**config.mk**
```make
export PLATFORM = sky130hd
export DESIGN_NAME = rsa_avm_wrapper
export DESIGN_NICKNAME = d
export VERILOG_FILES = /design/src/rtl/avm_pkg.sv /design/src/rtl/rsa_pkg.sv /design/src/rtl/rsa_avm_wrapper.sv
export SDC_FILE = /design/constraint.sdc
export NUM_CORES = 1
export LEC_CHECK = 0
export ABC_CLOCK_PERIOD_IN_PS = 31800
export BUFFER_PORTS_ARGS = -buffer_cell sky130_fd_sc_hd__buf_2
export CAP_MARGIN = 25
export CORE_AREA = 2 2 423 425
export DETAILED_ROUTE_END_ITERATION = 16
export DIE_AREA = 0 0 425 427
export SLEW_MARGIN = 20
export SYNTH_ARGS = -nofsm -noshare
export SYNTH_HDL_FRONTEND = slang
export SYNTH_SLANG_ARGS = --single-unit
```
**constraint.sdc**
```tcl
create_clock -name avm_clk -period 31.8 [get_ports avm_clk]
set_input_delay 9.54 -clock avm_clk [delete_from_list [all_inputs] [get_ports avm_clk]]
set_output_delay 9.54 -clock avm_clk [all_outputs]
set_load 0.02 [all_outputs]
```
**src/rtl/avm_pkg.sv**
```systemverilog
`default_nettype none

package avm_pkg;

    typedef logic [4:0] avm_addr_t;

    // register map of the serial port
    localparam avm_addr_t rx_base     = 5'd0;
    localparam avm_addr_t tx_base     = 5'd4;
    localparam avm_addr_t status_base = 5'd8;

    // status register bits
    localparam int tx_ok_bit = 6;
    localparam int rx_ok_bit = 7;

    // one master request with the data byte in writedata[7:0]
    typedef struct packed {
        avm_addr_t   address;
        logic        read;
        logic        write;
        logic [31:0] writedata;
    } avm_cmd_t;

endpackage

`default_nettype wire

```
**src/rtl/rsa_pkg.sv**
```systemverilog
`default_nettype none

package rsa_pkg;

    // the byte protocol fixes the key size
    localparam int rsa_bits      = 256;
    localparam int rsa_bytes     = rsa_bits / 8;
    // only the low 31 bytes go back to the host
    localparam int rsa_out_bytes = 31;

    typedef logic [rsa_bits-1:0] rsa_word_t;

    // operand set of one exponentiation held from start to finished
    typedef struct packed {
        rsa_word_t a;
        rsa_word_t d;
        rsa_word_t n;
    } rsa_req_t;

endpackage

`default_nettype wire
```
**src/rtl/rsa_avm_wrapper.sv**
```systemverilog
`default_nettype none

module rsa_avm_wrapper
    import rsa_pkg::*;
    import avm_pkg::*;
(
    input  logic        avm_clk,
    input  logic        avm_rst,
    output avm_cmd_t    cmd,
    input  logic [31:0] readdata,
    input  logic        waitrequest,
    output rsa_req_t    rsa_req,
    output logic        rsa_start,
    input  logic        finished,
    input  rsa_word_t   result
);

    typedef enum logic [2:0] {
        s_rx_poll,
        s_rx_read,
        s_calc,
        s_load,
        s_tx_poll,
        s_tx_write
    } state_t;

    // n, d and a arrive back to back with 32 bytes each
    localparam int last_in_byte  = 3 * rsa_bytes - 1;
    localparam int last_out_byte = rsa_out_bytes - 1;

    state_t     state;
    logic [6:0] byte_cnt;
    logic       xfer_done;
    rsa_word_t  n_r;
    rsa_word_t  d_r;
    rsa_word_t  a_r;
    rsa_word_t  out_r;

    function automatic avm_cmd_t bus_read(input avm_addr_t addr);
        avm_cmd_t c;
        c           = '0;
        c.address   = addr;
        c.read      = 1'b1;
        return c;
    endfunction

    function automatic avm_cmd_t bus_write(input avm_addr_t addr, input logic [7:0] data);
        avm_cmd_t c;
        c           = '0;
        c.address   = addr;
        c.write     = 1'b1;
        c.writedata = {24'd0, data};
        return c;
    endfunction

    // every state that waits on the bus has a strobe up
    assign xfer_done = !waitrequest;

    always_ff @(posedge avm_clk or posedge avm_rst) begin
        if (avm_rst) begin
            state     <= s_rx_poll;
            byte_cnt  <= '0;
            cmd       <= bus_read(status_base);
            rsa_start <= 1'b0;
        end else begin
            rsa_start <= 1'b0;
            case (state)
                s_rx_poll: begin
                    if (xfer_done && readdata[rx_ok_bit]) begin
                        cmd   <= bus_read(rx_base);
                        state <= s_rx_read;
                    end
                end
                s_rx_read: begin
                    if (xfer_done) begin
                        if (byte_cnt == 7'(last_in_byte)) begin
                            cmd       <= '0;
                            byte_cnt  <= '0;
                            rsa_start <= 1'b1;
                            state     <= s_calc;
                        end else begin
                            byte_cnt <= byte_cnt + 7'd1;
                            cmd      <= bus_read(status_base);
                            state    <= s_rx_poll;
                        end
                    end
                end
                s_calc: begin
                    if (finished) begin
                        state <= s_load;
                    end
                end
                s_load: begin
                    cmd   <= bus_read(status_base);
                    state <= s_tx_poll;
                end
                s_tx_poll: begin
                    if (xfer_done && readdata[tx_ok_bit]) begin
                        cmd   <= bus_write(tx_base, out_r[8*rsa_out_bytes-1 -: 8]);
                        state <= s_tx_write;
                    end
                end
                default: begin
                    if (xfer_done) begin
                        cmd <= bus_read(status_base);
                        if (byte_cnt == 7'(last_out_byte)) begin
                            byte_cnt <= '0;
                            state    <= s_rx_poll;
                        end else begin
                            byte_cnt <= byte_cnt + 7'd1;
                            state    <= s_tx_poll;
                        end
                    end
                end
            endcase
        end
    end

    // first byte received ends up most significant
    always_ff @(posedge avm_clk) begin
        if (state == s_rx_read && xfer_done) begin
            case (byte_cnt[6:5])
                2'd0:    n_r <= {n_r[rsa_bits-9:0], readdata[7:0]};
                2'd1:    d_r <= {d_r[rsa_bits-9:0], readdata[7:0]};
                default: a_r <= {a_r[rsa_bits-9:0], readdata[7:0]};
            endcase
        end
        if (state == s_load) begin
            out_r <= result;
        end else if (state == s_tx_write && xfer_done) begin
            out_r <= out_r << 8;
        end
    end

    assign rsa_req.a = a_r;
    assign rsa_req.d = d_r;
    assign rsa_req.n = n_r;

endmodule

`default_nettype wire

```
==> qor.yml <==
status:
  status: "finished, final reports clean"
timing:
  fin_crit_ns: 12.86
  relSlewSlack: 0.243
  rsz0062_at_grt: "false"
  setup_viol: 0
  timing.setup.tns_ns: 0
  fin_skew_ns: 0.0481
  hold_violations: 0
  tightestPinTransition_ns: 1.13
  fmax_mhz: 77.7
  drv_slew: 0
  timing.final.crit_share: 0.405
die:
  ios: 1100
  core_area_um2: 177000
  num_rows: 155
  initial_utilization: 0.196
  die_y_um: 427
  die_area_um2: 181000
  chipWidth_um: 425
logic_synthesis:
  async_reset_ff_frac: 0.0212
  synth_seq_cells: 1038
  ys_seq_area_frac: 0.893
  synth_cells: 1442
  synth-edff-count: 1016
  synth_ff_type: "edfxtp_1"
  syn-cell-area_um2: 34800
  syn_area_per_cell_um2: 24.1
  synth_warnings: 0
  synth.distinct_cells: 45
cts:
  post_cts_buffers: 0
  cts_resized: 0
  clockRootBuffer: "clkbuf_16"
  clock_sinks: 1038
  cts.htree.levels: 3
  cts_buffers: 107
  clock_latency_ns: 0.73
  postCtsHoldBufs: 0
  clk_pin_slew_worst_paths_ns: 0.06
  clock_path_buffers: 3
  cts_tree: "yes"
grt:
  grt_pass1_vias: 17700
  antenna_found_initial: 31
  grt_max_degree: 181
  grt_overflow: 0
  grt_pass1_wl_mm: 139
  grt_usage: 0.108
job:
  drv_cap: 0
critical_path:
  worstPathMaxFanout: 64
  end_kind: "flop"
  max_stage_delay_ns: 0.79
  critPathLaunchType: "input pin"
  cp_slowest_cell: "buf_4"
  crit_arrival_ns: 13.26
  path_cells: "buf_2, nor4b_4, buf_4, buf_4, buf_4, buf_4, buf_12"
  path_buf_inv: 6
  path_class: "input pin to flop"
  cp_common_cell: "buf_4"
  required_ns: 32.20
  cp_top_family: "buffers and inverters"
worst_hold_path:
  worst_hold_path_type: "flop to flop"
pwr:
  leakagePower_nw: 16.6
  powerDensity_nw_per_um2: 66.7
  peakVddDrop_v: 0.0000463
detailed_routing:
  antenna_left: 0
  num_vias: 18300
  first_pass_iters: 5
  avgRoutedWirePerCell_um: 20.9
  drt_iter0_drc: 1198
  drc_errors: 0
  viasPerCell: 3.63
  drt-total-wl_mm: 105
layout:
  syn_to_final_growth_pct: 33.6
  fin_area_um2: 46400
  drive_above_1_share: 0.552
  layout.nets: 2865
  fill_cells: 18000
place:
  io_buffers: 1040
  dpl.hpwl_mm: 79.1
  gp_congestion: 0.876
  dpl_cell_area_um2: 42900
[power by group]
group / leakage, nW / internal [W] / switching, W / total (W)
Sequential: 9.49 / 0.00161 / 0.0000420 / 0.00166
Clock: 1.71 / 0.000693 / 0.000545 / 0.00124
Combinational: 5.43 / 0.0000793 / 0.000122 / 0.000202
Total: 16.6 / 0.00239 / 0.000710 / 0.00310
[cells in the mapped netlist, types with 3 or more instances]
cell      number  area, um^2
nand2b_1       6        37.5
o21ai_1        3        15.0
inv_1          8        30.0
edfxtp_1    1016       30500
o21ai_0        4        20.0
buf_4         28         210
clkbuf_1      12        45.0
a21oi_1        5        25.0
and2_1         8        50.1
buf_2         24         120
nor2_1         4        15.0
nand3_1        8        40.0
mux2_2       241        2710
dfrtp_1       20         500
nand2_1        9        33.8
a22o_1         8        70.1
[worst register-to-register path: stages (launching register included)]
cell,delay (ns)
dfrtp_1,0.55
or3b_1,0.55
nor4b_4,0.32
buf_4,0.52
buf_4,0.80
buf_4,0.83
buf_4,0.69
buf_12,0.33
[final timing paths]
check / from / endpoint / slack [ns] / cells past startpoint
min in group asynchronous: avm_rst / cmd[0] / 8.71 / 2
hold / removal: n_r[236] / n_r[244] / 0.41 / 0
max in group asynchronous: avm_rst / cmd[33] / 22.62 / 3
setup / recovery: waitrequest / d_r[3] / 18.94 / 7
hold reg to reg: n_r[236] / n_r[244] / 0.41 / 0
setup reg to reg: state[0] / d_r[3] / 26.89 / 7
[per-stage QoR]
stage | cells | total power (W) | setup WS, ns | hold slack (ns) | utilization
global route | 5024 | 0.00321 | 18.71 | 0.426 | 0.262
detailed placement | 4814 | 0.00189 | 18.05 | 0.426 | 0.242
CTS | 5016 | 0.00314 | 18.91 | 0.416 | 0.262
global placement | 4813 | 0.00188 | 18.13 | 0.424 | 0.242
floorplan | 1468 | 0.00186 | 2.27 | 0.443 | -
finish | 5026 | 0.00310 | 18.94 | 0.414 | 0.262
[area by class of cell]
type	count	area [um^2]	area share
antenna	7	17.5	0.000377
clock buffer	119	2740	0.0591
clock inverter	83	744	0.0160
inverter	8	30.0	0.000647
multi-input combinational	357	3450	0.0743
sequential	1038	31100	0.669
tap	2355	2950	0.0634
timing repair buffer	1059	5450	0.117
[placed cells by master (no fill, tap or decap), types with 3 or more instances in the layout]
cell | Yosys | layout
buf_2 | 24 | 1040
edfxtp_1 | 1016 | 1016
mux2_2 | 241 | 241
clkbuf_16 | 0 | 108
clkinv_1 | 0 | 30
conb_1 | 1 | 27
clkinv_2 | 0 | 26
dfrtp_1 | 20 | 20
clkbuf_1 | 12 | 11
buf_4 | 28 | 11
nand2_1 | 9 | 9
a22o_1 | 8 | 8
nand3_1 | 8 | 8
and2_1 | 8 | 8
bufinv_16 | 0 | 8
diode_2 | 0 | 7
inv_1 | 8 | 7
nand2b_1 | 6 | 6
a21oi_1 | 5 | 5
inv_6 | 0 | 5
nor2_1 | 4 | 4
o21ai_0 | 4 | 4
clkinvlp_4 | 0 | 4
buf_12 | 0 | 4
o21ai_1 | 3 | 3
clkinv_16 | 0 | 3
clkinv_4 | 0 | 3
[kinds of logic after synthesis]
family	count (synthesis)	synth area share
AOI/OAI and AO/OA	36	0.00727
adders and majority gates	2	0.000720
buffers and inverters	73	0.0118
DFF	1038	0.893
muxes	242	0.0783
other	1	0.000108
and+or+nand+nor	50	0.00853
[sequential cells by signal, summed over array words and instances, names as in the netlist]
name and flops:
a_r 256, d_r 256, n_r 256, out_r 248
cmd 11, byte_cnt 7, state 3, rsa_start 1
[routing by layer]
metal	share of wire	vias up	wire, um	track usage
met2	0.55	798	57200	0.202
met1	0.34	9267	36000	0.111
li1	-	8001	-	-
met4	0.022	38	2330	0.0304
met5	0.0025	-	257	0
met3	0.086	158	9020	0.0390
(Power assumes the default switching activity.)
